[config.mk]
export PLATFORM = sky130hd
export DESIGN_NAME = twdl_gen_top
export DESIGN_NICKNAME = d
export VERILOG_FILES = /design/src/twdl_pkg.sv /design/src/twdl_step_if.sv /design/src/twdl_cordic.sv /design/src/twdl_ctrl.sv /design/src/twdl_gen_top.sv /design/src/twdl_phase_acc.sv /design/src/twdl_step_rom.sv
export SDC_FILE = /design/constraint.sdc
export NUM_CORES = 2
export LEC_CHECK = 0
export BUFFER_PORTS_ARGS = -buffer_cell sky130_fd_sc_hd__clkbuf_2
export CAP_MARGIN = 40
export CORE_ASPECT_RATIO = 0.9
export CORE_UTILIZATION = 65
export DETAILED_ROUTE_END_ITERATION = 6
export PLACE_DENSITY = 0.82
export SLEW_MARGIN = 25
export SYNTH_ARGS = -nofsm -noshare
export SYNTH_HDL_FRONTEND = slang
export SYNTH_SLANG_ARGS = --single-unit
[constraint.sdc]
create_clock -name clk -period 7.35 [get_ports clk]
set_input_delay 0.3675 -clock clk [delete_from_list [all_inputs] [get_ports clk]]
set_output_delay 0.3675 -clock clk [all_outputs]
set_load 0.01 [all_outputs]
[src/twdl_pkg.sv]
/* shared widths, transform length enum, controller state enum
   and the output sample type for the twiddle generator */
`default_nettype none

package twdl_pkg;

	// full circle is 2**PHASE_W
	localparam int PHASE_W = 20;

	// lengths, row and column counts, remainders
	localparam int N_W = 12;

	// output sample width
	localparam int OUT_W = 16;

	// signed cosine or sine sample
	typedef logic signed [OUT_W-1:0] sample_t;

	// supported transform lengths, all divisors of 1200
	typedef enum logic [2:0] {
		LEN_1200,
		LEN_300,
		LEN_75,
		LEN_15,
		LEN_3
	} len_e;

	// row / column sequencer
	typedef enum logic [1:0] {
		IDLE,
		ROW,
		COL
	} ctrl_state_e;

endpackage

`default_nettype wire

[src/twdl_step_if.sv]
/* step and control bundle from the sequencer into a phase accumulator */
`default_nettype none

interface twdl_step_if;
	import twdl_pkg::*;

	// restart at zero
	logic clear;
	// add one step
	logic adv;
	// step as integer part plus remainder over modulus
	logic [PHASE_W-1:0] step_q;
	logic [N_W-1:0] step_r;
	// transform length N
	logic [N_W-1:0] modulus;

	modport src (output clear, adv, step_q, step_r, modulus);
	modport acc (input clear, adv, step_q, step_r, modulus);

endinterface

`default_nettype wire

[src/twdl_cordic.sv]
/* pipelined rotation CORDIC with quadrant fold/unfold,
   outputs cos and -sin with a matching valid/sop delay line */
`default_nettype none

module twdl_cordic #(
	parameter int CORDIC_ITER = 16,
	parameter int AMP = int'(16384.0 / 1.647)
) (
	input logic clk,
	input logic rst_n,
	input logic in_valid,
	input logic in_sop,
	input logic [twdl_pkg::PHASE_W-1:0] phase,
	output logic out_valid,
	output logic out_sop,
	output twdl_pkg::sample_t dout_real,
	output twdl_pkg::sample_t dout_imag
);
	import twdl_pkg::*;

	// two guard bits above the output for gain overshoot
	localparam int XW = OUT_W + 2;
	// residual angle stays within +-2**18
	localparam int ZW = PHASE_W;
	localparam int LAT = CORDIC_ITER + 2;

	// atan(2**-i) in phase units, 2**20 per circle
	// table is long enough for up to 20 iterations
	localparam int ATAN_TAB [0:19] = '{
		131072, 77376, 40884, 20753, 10417, 5213, 2607, 1304,
		652, 326, 163, 81, 41, 20, 10, 5,
		3, 1, 1, 0
	};

	logic signed [XW-1:0] x [0:CORDIC_ITER];
	logic signed [XW-1:0] y [0:CORDIC_ITER];
	logic signed [ZW-1:0] z [0:CORDIC_ITER-1];
	logic [1:0] quad [0:CORDIC_ITER];
	logic signed [XW-1:0] cos_v;
	logic signed [XW-1:0] sin_v;
	logic [LAT-1:0] vld_sr;
	logic [LAT-1:0] sop_sr;

	// -------------------------------------------------------------------------
	// fold and rotation stages
	// -------------------------------------------------------------------------
	always_ff @(posedge clk) begin
		// top two bits pick the quadrant, the rest is in [0, pi/2)
		x[0] <= XW'(AMP);
		y[0] <= '0;
		z[0] <= {2'b00, phase[PHASE_W-3:0]};
		quad[0] <= phase[PHASE_W-1 -: 2];
		for (int i = 0; i < CORDIC_ITER; i++) begin
			quad[i+1] <= quad[i];
			// drive z toward zero
			if (!z[i][ZW-1]) begin
				x[i+1] <= x[i] - (y[i] >>> i);
				y[i+1] <= y[i] + (x[i] >>> i);
			end else begin
				x[i+1] <= x[i] + (y[i] >>> i);
				y[i+1] <= y[i] - (x[i] >>> i);
			end
			// last stage has no angle to carry on
			if (i < CORDIC_ITER - 1) begin
				if (!z[i][ZW-1]) begin
					z[i+1] <= z[i] - ZW'(ATAN_TAB[i]);
				end else begin
					z[i+1] <= z[i] + ZW'(ATAN_TAB[i]);
				end
			end
		end
	end

	// unfold the quadrant
	always_comb begin
		case (quad[CORDIC_ITER])
			2'd0: begin
				cos_v = x[CORDIC_ITER];
				sin_v = y[CORDIC_ITER];
			end
			2'd1: begin
				cos_v = -y[CORDIC_ITER];
				sin_v = x[CORDIC_ITER];
			end
			2'd2: begin
				cos_v = -x[CORDIC_ITER];
				sin_v = -y[CORDIC_ITER];
			end
			default: begin
				cos_v = y[CORDIC_ITER];
				sin_v = -x[CORDIC_ITER];
			end
		endcase
	end

	// output register, imag is the negated sine
	always_ff @(posedge clk) begin
		dout_real <= cos_v[OUT_W-1:0];
		dout_imag <= sin_v[OUT_W-1:0] * -1;
	end

	// -------------------------------------------------------------------------
	// valid / sop delay line, fold + iterations + output
	// -------------------------------------------------------------------------
	always_ff @(posedge clk) begin
		if (!rst_n) begin
			vld_sr <= '0;
			sop_sr <= '0;
		end else begin
			vld_sr <= {vld_sr[LAT-2:0], in_valid};
			sop_sr <= {sop_sr[LAT-2:0], in_sop};
		end
	end

	assign out_valid = vld_sr[LAT-1];
	assign out_sop = sop_sr[LAT-1];

	a_sop_valid : assert property (@(posedge clk) disable iff (!rst_n)
		out_sop |-> out_valid);

endmodule

`default_nettype wire

[src/twdl_ctrl.sv]
/* row / column sequencer, drives the row and column accumulators
   and issues one phase request per cycle */
`default_nettype none

module twdl_ctrl (
	input logic clk,
	input logic rst_n,
	input logic start,
	input twdl_pkg::len_e len,
	input logic [twdl_pkg::N_W-1:0] rows,
	input logic [twdl_pkg::N_W-1:0] cols,
	input logic [twdl_pkg::N_W-1:0] n_val,
	input logic [twdl_pkg::PHASE_W-1:0] base_q,
	input logic [twdl_pkg::N_W-1:0] base_r,
	input logic [twdl_pkg::PHASE_W-1:0] row_q,
	input logic [twdl_pkg::N_W-1:0] row_r,
	twdl_step_if.src row_if,
	twdl_step_if.src col_if,
	output logic busy,
	output logic req_valid,
	output logic req_sop,
	output twdl_pkg::len_e len_q
);
	import twdl_pkg::*;

	ctrl_state_e state;
	logic [N_W-1:0] rows_q;
	logic [N_W-1:0] cols_q;
	logic [N_W-1:0] row_cnt;
	logic [N_W-1:0] col_cnt;
	logic [N_W-1:0] col_idx;
	logic last_col;
	logic last_row;

	// row acc walks r * 2**20/N
	assign row_if.step_q = base_q;
	assign row_if.step_r = base_r;
	assign row_if.modulus = n_val;

	// column acc steps by the current row step
	assign col_if.step_q = row_q;
	assign col_if.step_r = row_r;
	assign col_if.modulus = n_val;

	// column being issued this cycle, 0 in ROW
	assign col_idx = (state == COL) ? col_cnt : '0;
	assign last_col = (col_idx == cols_q - 1'b1);
	assign last_row = (row_cnt == rows_q - 1'b1);

	always_ff @(posedge clk) begin
		if (!rst_n) begin
			state <= IDLE;
			busy <= 1'b0;
			len_q <= LEN_1200;
			rows_q <= '0;
			cols_q <= '0;
			row_cnt <= '0;
			col_cnt <= '0;
			row_if.clear <= 1'b0;
			row_if.adv <= 1'b0;
			col_if.clear <= 1'b0;
			col_if.adv <= 1'b0;
			req_valid <= 1'b0;
			req_sop <= 1'b0;
		end else begin
			// strobes are single-cycle
			row_if.clear <= 1'b0;
			row_if.adv <= 1'b0;
			col_if.clear <= 1'b0;
			col_if.adv <= 1'b0;
			req_valid <= 1'b0;
			req_sop <= 1'b0;
			case (state)
				ROW, COL: begin
					req_valid <= 1'b1;
					// column 0 restarts the phase, others add the row step
					req_sop <= (state == ROW);
					col_if.clear <= (state == ROW);
					col_if.adv <= (state == COL);
					col_cnt <= col_idx + 1'b1;
					if (!last_col) begin
						state <= COL;
					end else if (last_row) begin
						state <= IDLE;
					end else begin
						// next row step lands before its column 1
						row_if.adv <= 1'b1;
						row_cnt <= row_cnt + 1'b1;
						state <= ROW;
					end
				end
				default: begin
					// busy drops one cycle after the last request
					busy <= 1'b0;
					if (start && !busy) begin
						busy <= 1'b1;
						len_q <= len;
						rows_q <= rows;
						cols_q <= cols;
						row_cnt <= '0;
						row_if.clear <= 1'b1;
						state <= ROW;
					end
				end
			endcase
		end
	end

	// -------------------------------------------------------------------------
	// protocol checks
	// -------------------------------------------------------------------------
	// column counter never runs past the end of a row
	a_col_range : assert property (@(posedge clk) disable iff (!rst_n)
		(state == COL) |-> (col_cnt < cols_q));

	// accumulators only move inside a run
	a_idle_quiet : assert property (@(posedge clk) disable iff (!rst_n)
		!busy |-> !(row_if.adv || col_if.adv || col_if.clear));

endmodule

`default_nettype wire

[src/twdl_gen_top.sv]
/* twiddle generator top: length table, sequencer,
   row and column accumulators, CORDIC */
`default_nettype none

module twdl_gen_top #(
	parameter int CORDIC_ITER = 16,
	parameter int AMP = int'(16384.0 / 1.647)
) (
	input logic clk,
	input logic rst_n,
	input logic start,
	input twdl_pkg::len_e len,
	input logic [twdl_pkg::N_W-1:0] rows,
	input logic [twdl_pkg::N_W-1:0] cols,
	output logic busy,
	output logic dout_valid,
	output logic dout_sop,
	output twdl_pkg::sample_t dout_real,
	output twdl_pkg::sample_t dout_imag
);
	import twdl_pkg::*;

	twdl_step_if row_if ();
	twdl_step_if col_if ();

	len_e len_q;
	logic [N_W-1:0] n_val;
	logic [PHASE_W-1:0] base_q;
	logic [N_W-1:0] base_r;
	logic [PHASE_W-1:0] row_q;
	logic [N_W-1:0] row_r;
	logic [PHASE_W-1:0] col_q;
	logic req_valid;
	logic req_sop;
	logic req_valid_d;
	logic req_sop_d;

	twdl_step_rom u_step_rom (
		.len    (len_q),
		.n_val  (n_val),
		.base_q (base_q),
		.base_r (base_r)
	);

	twdl_ctrl u_ctrl (
		.clk       (clk),
		.rst_n     (rst_n),
		.start     (start),
		.len       (len),
		.rows      (rows),
		.cols      (cols),
		.n_val     (n_val),
		.base_q    (base_q),
		.base_r    (base_r),
		.row_q     (row_q),
		.row_r     (row_r),
		.row_if    (row_if.src),
		.col_if    (col_if.src),
		.busy      (busy),
		.req_valid (req_valid),
		.req_sop   (req_sop),
		.len_q     (len_q)
	);

	// row step r * 2**20/N
	twdl_phase_acc u_row_acc (
		.clk   (clk),
		.rst_n (rst_n),
		.s     (row_if.acc),
		.acc_q (row_q),
		.acc_r (row_r)
	);

	// phase of column m, floor only so the remainder is left open
	twdl_phase_acc u_col_acc (
		.clk   (clk),
		.rst_n (rst_n),
		.s     (col_if.acc),
		.acc_q (col_q),
		.acc_r ()
	);

	// line the request up with the column accumulator output
	always_ff @(posedge clk) begin
		if (!rst_n) begin
			req_valid_d <= 1'b0;
			req_sop_d <= 1'b0;
		end else begin
			req_valid_d <= req_valid;
			req_sop_d <= req_sop;
		end
	end

	twdl_cordic #(
		.CORDIC_ITER (CORDIC_ITER),
		.AMP         (AMP)
	) u_cordic (
		.clk       (clk),
		.rst_n     (rst_n),
		.in_valid  (req_valid_d),
		.in_sop    (req_sop_d),
		.phase     (col_q),
		.out_valid (dout_valid),
		.out_sop   (dout_sop),
		.dout_real (dout_real),
		.dout_imag (dout_imag)
	);

endmodule

`default_nettype wire

[src/twdl_phase_acc.sv]
/* exact phase accumulator, integer part plus remainder modulo N */
`default_nettype none

module twdl_phase_acc (
	input logic clk,
	input logic rst_n,
	twdl_step_if.acc s,
	output logic [twdl_pkg::PHASE_W-1:0] acc_q,
	output logic [twdl_pkg::N_W-1:0] acc_r
);
	import twdl_pkg::*;

	// one extra bit so the sum cannot wrap before the compare
	logic [N_W:0] r_sum;
	logic carry;

	assign r_sum = {1'b0, acc_r} + {1'b0, s.step_r};
	assign carry = (r_sum >= {1'b0, s.modulus});

	// integer part wraps mod 2**PHASE_W, i.e. once per circle
	always_ff @(posedge clk) begin
		if (!rst_n) begin
			acc_q <= '0;
			acc_r <= '0;
		end else if (s.clear) begin
			acc_q <= '0;
			acc_r <= '0;
		end else if (s.adv) begin
			acc_q <= acc_q + s.step_q + {{(PHASE_W-1){1'b0}}, carry};
			// fold remainder back below N
			if (carry) begin
				acc_r <= N_W'(r_sum - {1'b0, s.modulus});
			end else begin
				acc_r <= r_sum[N_W-1:0];
			end
		end
	end

	// each step leaves the remainder a proper residue of N
	a_rem_range : assert property (@(posedge clk) disable iff (!rst_n)
		s.adv |=> (acc_r < s.modulus));

endmodule

`default_nettype wire

[src/twdl_step_rom.sv]
/* length table: N and the exact split 2**20 = N*q + r per length */
`default_nettype none

module twdl_step_rom (
	input twdl_pkg::len_e len,
	output logic [twdl_pkg::N_W-1:0] n_val,
	output logic [twdl_pkg::PHASE_W-1:0] base_q,
	output logic [twdl_pkg::N_W-1:0] base_r
);
	import twdl_pkg::*;

	// quotient and remainder of 2**20 / N, precomputed
	// so the row accumulator never needs a divider
	always_comb begin
		case (len)
			LEN_300: begin
				n_val = N_W'(300);
				base_q = PHASE_W'(3495);
				base_r = N_W'(76);
			end
			LEN_75: begin
				n_val = N_W'(75);
				base_q = PHASE_W'(13981);
				base_r = N_W'(1);
			end
			LEN_15: begin
				n_val = N_W'(15);
				base_q = PHASE_W'(69905);
				base_r = N_W'(1);
			end
			LEN_3: begin
				n_val = N_W'(3);
				base_q = PHASE_W'(349525);
				base_r = N_W'(1);
			end
			// LEN_1200 and unused codes
			default: begin
				n_val = N_W'(1200);
				base_q = PHASE_W'(873);
				base_r = N_W'(976);
			end
		endcase
	end

endmodule

`default_nettype wire
# ---- After elaboration in Yosys (flattened, before gate mapping)
# Memories as Yosys holds them, arrays and structs flattened.
# Index checks and enable logic that the tools add are counted.
dict set report classes {
  n_lt_le_gt_ge 2
  n_reduce_logical 13
  mul 1
  n_eq_ne 12
  n_bitwise 49
  n_addsub 107
  div_mod_pow 0
  n_shift 0
  muxes 98
}
# cell n
set op_table {}
lappend op_table {{18-bit two-way mux} 32}
lappend op_table {{20-bit two-way mux} 15}
lappend op_table {{16-bit case mux with 3 select lines} 2}
lappend op_table {{12-bit two-way mux} 7}
lappend op_table {{19-bit case mux with 4 select lines} 1}
lappend op_table {{1-bit bitwise OR} 47}
lappend op_table {{11-bit case mux with 4 select lines} 1}
lappend op_table {{20-bit by 1-bit adder with 20-bit output} 2}
lappend op_table {{18-bit by 10-bit adder with 18-bit output} 2}
lappend op_table {{18-bit by 11-bit adder with 18-bit output} 2}
lappend op_table {{18-bit by 12-bit adder with 18-bit output} 2}
lappend op_table {{18-bit by 13-bit adder with 18-bit output} 2}
lappend op_table {{18-bit by 14-bit adder with 18-bit output} 2}
lappend op_table {{18-bit by 15-bit adder with 18-bit output} 2}
lappend op_table {{18-bit by 16-bit adder with 18-bit output} 2}
lappend op_table {{18-bit by 17-bit adder with 18-bit output} 2}
lappend op_table {{18-bit by 3-bit adder with 18-bit output} 2}
lappend op_table {{18-bit by 4-bit adder with 18-bit output} 2}
lappend op_table {{18-bit by 5-bit adder with 18-bit output} 2}
lappend op_table {{18-bit by 6-bit adder with 18-bit output} 2}
lappend op_table {{18-bit by 7-bit adder with 18-bit output} 2}
lappend op_table {{18-bit by 8-bit adder with 18-bit output} 2}
lappend op_table {{18-bit by 9-bit adder with 18-bit output} 2}
lappend op_table {{1-bit two-way mux} 36}
lappend op_table {{other kinds (76)} 109}
dict set report totals {
  regBits 193
  memories 4
  mem_bits_ro 0
  out_inout_bits 35
  mem_bits_rw 966
  latch_bits 0
}
# name depth word_bits read_ports rd_ports_with_merged_regs write_ports line
set memory_table {}
lappend memory_table {u_cordic.z 16 20 16 0 16 twdl_cordic.sv:37} ;# logic signed [ZW-1:0] z [0:CORDIC_ITER-1];
lappend memory_table {u_cordic.x 17 18 17 0 17 twdl_cordic.sv:35} ;# logic signed [XW-1:0] x [0:CORDIC_ITER];
lappend memory_table {u_cordic.y 17 18 17 0 17 twdl_cordic.sv:36} ;# logic signed [XW-1:0] y [0:CORDIC_ITER];
lappend memory_table {u_cordic.quad 17 2 17 0 17 twdl_cordic.sv:38} ;# logic [1:0] quad [0:CORDIC_ITER];

# ---- Depth between registers and ports, before layout
dict set report logic_depth {
  word_depth 6
  mapped_depth 28
  mapped_depth_nobuf 27
}

# ---- By module
# A second synthesis with hierarchy kept.
dict set report hier_totals {
  cells_unflattened 7525
  hier_area_um2 65972.0
}
# module n_inst area_each_um2 seq_area_each_um2 cells_per_inst
set by_module_without_submodules {}
lappend by_module_without_submodules {twdl_cordic 1 54901.4 17997.3 6121}
lappend by_module_without_submodules {twdl_ctrl 1 4041.4 1181.1 526}
lappend by_module_without_submodules {{twdl_phase_acc at u_col_acc} 1 3324.4 640.6 413}
lappend by_module_without_submodules {{twdl_phase_acc at u_row_acc} 1 3290.7 640.6 409}
lappend by_module_without_submodules {twdl_step_rom 1 361.6 0.0 52}
lappend by_module_without_submodules {twdl_gen_top 1 52.6 40.0 4}

# ---- Worst setup path after synthesis
# No wires, ideal clock.
dict set report synth_timing {
  path_type {register -> register}
  start {register u_row_acc.acc_r[0] (netlist name)}
  end {register u_col_acc.acc_q[18] (netlist name)}
  required_ns 7.228
  path_stages_with_launch 24
  path_slack_ns 1.258
  arrival_time_ns 5.970
  n_path_buf 1
  path_cell_list {dfxtp_1 > ha_1 > fa_1 > a21o_1 > and3_1 > o22ai_1 > xnor2_1 > ha_1 > and2_1 > a31o_2 > o41a_1 > nor4b_1 > inv_1 > clkbuf_1 > fa_1 > fa_1 > a211o_1 > a21oi_1 > o21ai_0 > o21ai_0 > o21ai_0 > or4_1 > and3_1 > a311o_1}
}
dict set report synth_via {
  elab_chain_cells 3
}
# item line
set synth_lines {}
lappend synth_lines {{from (decl)} twdl_phase_acc.sv:9} ;# output logic [twdl_pkg::N_W-1:0] acc_r
lappend synth_lines {{from (signal assigned)} twdl_phase_acc.sv:32} ;# acc_r <= N_W'(r_sum - {1'b0, s.modulus});
lappend synth_lines {{from (signal assigned)} twdl_phase_acc.sv:34} ;# acc_r <= r_sum[N_W-1:0];
lappend synth_lines {{12-bit by 12-bit adder with 13-bit output} twdl_phase_acc.sv:17} ;# assign r_sum = {1'b0, acc_r} + {1'b0, s.step_r};
lappend synth_lines {{13-bit by 11-bit >= comparator with 1-bit output} twdl_phase_acc.sv:18} ;# assign carry = (r_sum >= {1'b0, s.modulus});
lappend synth_lines {{20-bit by 1-bit adder with 20-bit output} twdl_phase_acc.sv:29} ;# acc_q <= acc_q + s.step_q + {{(PHASE_W-1){1'b0}}, carry};
lappend synth_lines {{to (signal assigned)} twdl_phase_acc.sv:29}
lappend synth_lines {{to (decl)} twdl_phase_acc.sv:8} ;# output logic [twdl_pkg::PHASE_W-1:0] acc_q,
# Every way passes these cells.
# A chain may end at the register's enable or synchronous reset.

# ---- Worst setup path in the final report
# Same ends and word-level chain as after synthesis.

==> flow_summary.yaml <==
clock_tree:
  ctsResizeCount: 0
  clk_pin_slew_ps: 60
  root_buffer: "clkbuf_16"
  cts_tree: "yes"
  clock_path_buffers: 3
  clock-sinks: 1024
  cts_made_buffers: 107
  clock_latency_ps: 690
  htree_levels: 3
  cts_setup_buffers: 0
critical_path:
  crit_path_max_fanout: 13
  arrival_ps: 7540
  r2r_slack_ps: 390
  crit_chain: "ha_1 > fa_1 > a21o_1 > and3_1 > o22ai_1 > xnor2_1 > ha_1 > and2_1 > a31o_2 > o41a_1 > nor4b_1 > buf_4 > inv_1 > fa_1 > fa_1 > a211o_1 > a21oi_1 > o21ai_0 > o21ai_0 > o21ai_0 > or4_1 > and3_1 > a311o_1"
  crit_required_ps: 7930
  rr_startpoint: "u_row_acc.acc_r[0]"
  rr_worst_depth: 23
  slowest_stage: "fa_1"
  startpoint_type: "flop"
  crit_path_max_incr_delay_ps: 490
  r2r-end: "u_col_acc.acc_q[18]"
  critical_path_class: "flop to flop"
  end_kind: "flop"
sta:
  hold_ws_ps: 125
  worst_slew_margin_rel_pct: 42.2
  min_period_ps: 6960
  fin_setup_tns_ps: 0
  drv_slew: 0
  fin_crit_sh_pct: 94.8
  fmax_mhz: 144
  setup_viol: 0
  finalClockSkew_ps: 25.5
  rsz0062_at_grt: "false"
  worst_slew_pin_slew_ps: 856
  finalHoldViolCount: 0
logic_synthesis:
  avgSynthCellArea_um2: 8.78
  syn_area_um2: 64500
  yosys.cell_types.count: 97
  synth-async-reset-ratio_pct: 0
  synth_warnings: 0
  synth-edff-count: 0
  synth_seq_area_share_pct: 31.8
  ys_ff_latch: 1024
  ys.flop_type: "dfxtp_1"
  synthCells: 7340
global_routing:
  antenna_found_initial: 2
  globalRouteMet2Util_pct: 50.0
  use_met1_pct: 35.4
  grt_pass1_vias: 50900
  grt.met3_usage_pct: 3.66
  top_usage_layer: "met2"
  grt_max_degree: 51
  track_usage_pct: 28.3
  grt_pass1_wl_um: 241000
  gr-total-overflow: 0
final_layout:
  area_growth_pct: 9.10
  fin_nets: 8348
  final_area_um2: 70300
  diodes: 0
  multiInputGateArea_um2: 42000
  nFillCells: 7292
  drive_above_1_share_pct: 5.26
  layout.area.seq_um2: 20500
job:
  drv_cap: 0
place:
  hpwl_um: 110000
  io_buffers: 64
  place_area_um2: 66100
  gp_congestion: 0.916
detailed_routing:
  vias_per_cell: 6.00
  vias: 52900
  drt_iter0_markers: 3600
  routed_wirelength_um: 145000
  drc: 0
  postRouteAntennaNets: 0
  wl_per_cell_um: 16.5
  dr.pass1.iters: 5
floorplan:
  io_pins: 65
  start_util_pct: 65.6
  fp.coreArea_um2: 98200
  rows: 109
  dieArea_um2: 100000
  fp.dieW_um: 334
  dieHeight_um: 301
worst_hold_path:
  hold_depth: 3
  hold_path_startpoint: "start"
  hp-class: "input pin to flop"
  min_to: "u_ctrl.row_if.clear"
status:
  status: "finished, final reports clean"
==> state kept, by name, indices dropped and copies added, names as in the netlist, 16 cells and up <==
signal              flops
u_cordic.z            295
u_cordic.x            252
u_cordic.y            250
u_cordic.quad          34
u_col_acc.acc_q        20
u_row_acc.acc_q        20
u_cordic.sop_sr        18
u_cordic.vld_sr        18
u_cordic.dout_imag     16
u_cordic.dout_real     16
==> Yosys cell counts (22+ instances only) <==
master	number	area, µm²
and2_1	79	494
nand4_1	26	163
o21ba_2	26	260
a31oi_1	65	407
or4_1	42	315
clkbuf_1	110	413
o41ai_1	38	333
or3_1	95	594
o22ai_1	27	169
a211o_1	27	236
o211ai_1	59	443
nor4_1	49	307
nand3b_1	22	165
o31ai_1	38	285
dfxtp_1	1024	20500
mux2i_1	84	841
o31a_1	23	201
fa_1	46	921
inv_1	380	1430
a21o_1	131	983
o21ai_0	391	1960
nor3_1	248	1240
and3_1	85	532
nand2b_1	93	582
a211oi_1	77	578
o21bai_1	72	541
nand2_1	392	1470
a21oi_1	560	2800
mux2_2	26	293
ha_1	828	10400
xor2_1	262	2290
xnor2_1	603	5280
nor2b_1	75	469
o21a_1	143	1070
nor2_1	697	2620
nand3_1	135	676
or2_2	34	213
==> per-layer routing <==
metal / vias up / routed length [µm]
met5: - / 13
li1: 26400 / -
met2: 1390 / 69400
met1: 24700 / 64400
met3: 329 / 6880
met4: 2 / 4560
==> worst max-delay path by stage <==
stage / from / end / slack, ps / cells after the start
finish: u_row_acc.acc_r[0] / u_col_acc.acc_q[18] / 390 / 23
global route: u_row_acc.acc_r[0] / u_col_acc.acc_q[18] / 30 / 23
CTS: u_row_acc.acc_r[0] / u_col_acc.acc_q[18] / 450 / 23
detailed placement: u_row_acc.acc_r[0] / u_col_acc.acc_q[18] / 550 / 23
global placement: u_row_acc.acc_r[0] / u_col_acc.acc_q[18] / 580 / 23
floorplan: u_row_acc.acc_r[0] / u_col_acc.acc_q[18] / 1260 / 23
==> worst max-delay path: cells and delay by family (launching register included) <==
kind	cells	cell delay [ps]
AO/OA/AOI/OAI	10	2580
XOR/XNOR	1	190
adder cells (fa/ha/maj)	5	1910
buffers and inverters	2	460
flip-flops	1	330
AND/OR/NAND/NOR	5	1330
==> cell usage in the layout, fill, tap and decap left out, types with 29 or more instances in the layout <==
cell type and instances:
nor2b_1 75, inv_1 380, o21bai_1 72, or2_2 34
xor2_1 262, ha_1 828, fa_1 46, a21o_1 131
mux2i_1 84, buf_4 29, o41ai_1 38, a31oi_1 65
and3_1 85, nor2_1 697, a211oi_1 77, a21oi_1 560
o211ai_1 59, or3_1 95, nand2_1 392, and2_1 79
clkbuf_16 109, o21a_1 143, o21ai_0 391, o31ai_1 38
nand3_1 135, dfxtp_1 1024, nor3_1 248, or4_1 42
clkbuf_2 64, xnor2_1 603, nand2b_1 93, nor4_1 49
==> stage by stage <==
stage               instances  util [%]  worst slack (ps)
global placement         8581      67.3               579
floorplan                7344         -              1260
global route             8811      71.6              34.0
CTS                      8811      71.6               453
finish                   8811      71.6               385
detailed placement       8584      67.4               546
==> repair_timing <==
item                                    4_1_cts  5_1_grt
hold buffers                                 27        0
endpoints found under the setup margin        0        0
endpoints found under the hold margin        27        0
==> cell families after synthesis <==
logic type	count (synthesis)	share of synthesized area [%]
XOR/XNOR	868	11.9
flip-flops	1024	31.8
adder cells (fa/ha/maj)	875	17.5
AO/OA/AOI/OAI	1825	18.0
other	1	0.00582
multiplexers	112	1.83
buffers and inverters	513	3.02
AND/OR/NAND/NOR	2122	16.0
==> area by class of cell <==
class	count	area share (%)
multi-input cells	5807	59.8
flip-flops and latches	1024	29.1
clock inverters	52	1.13
clock buffers	148	4.44
well taps	1276	2.27
repair buffers	123	1.22
inverters	381	2.03
Power is not shown: default switching activity piles up to over one toggle a cycle in this logic, so the estimate is an artifact.
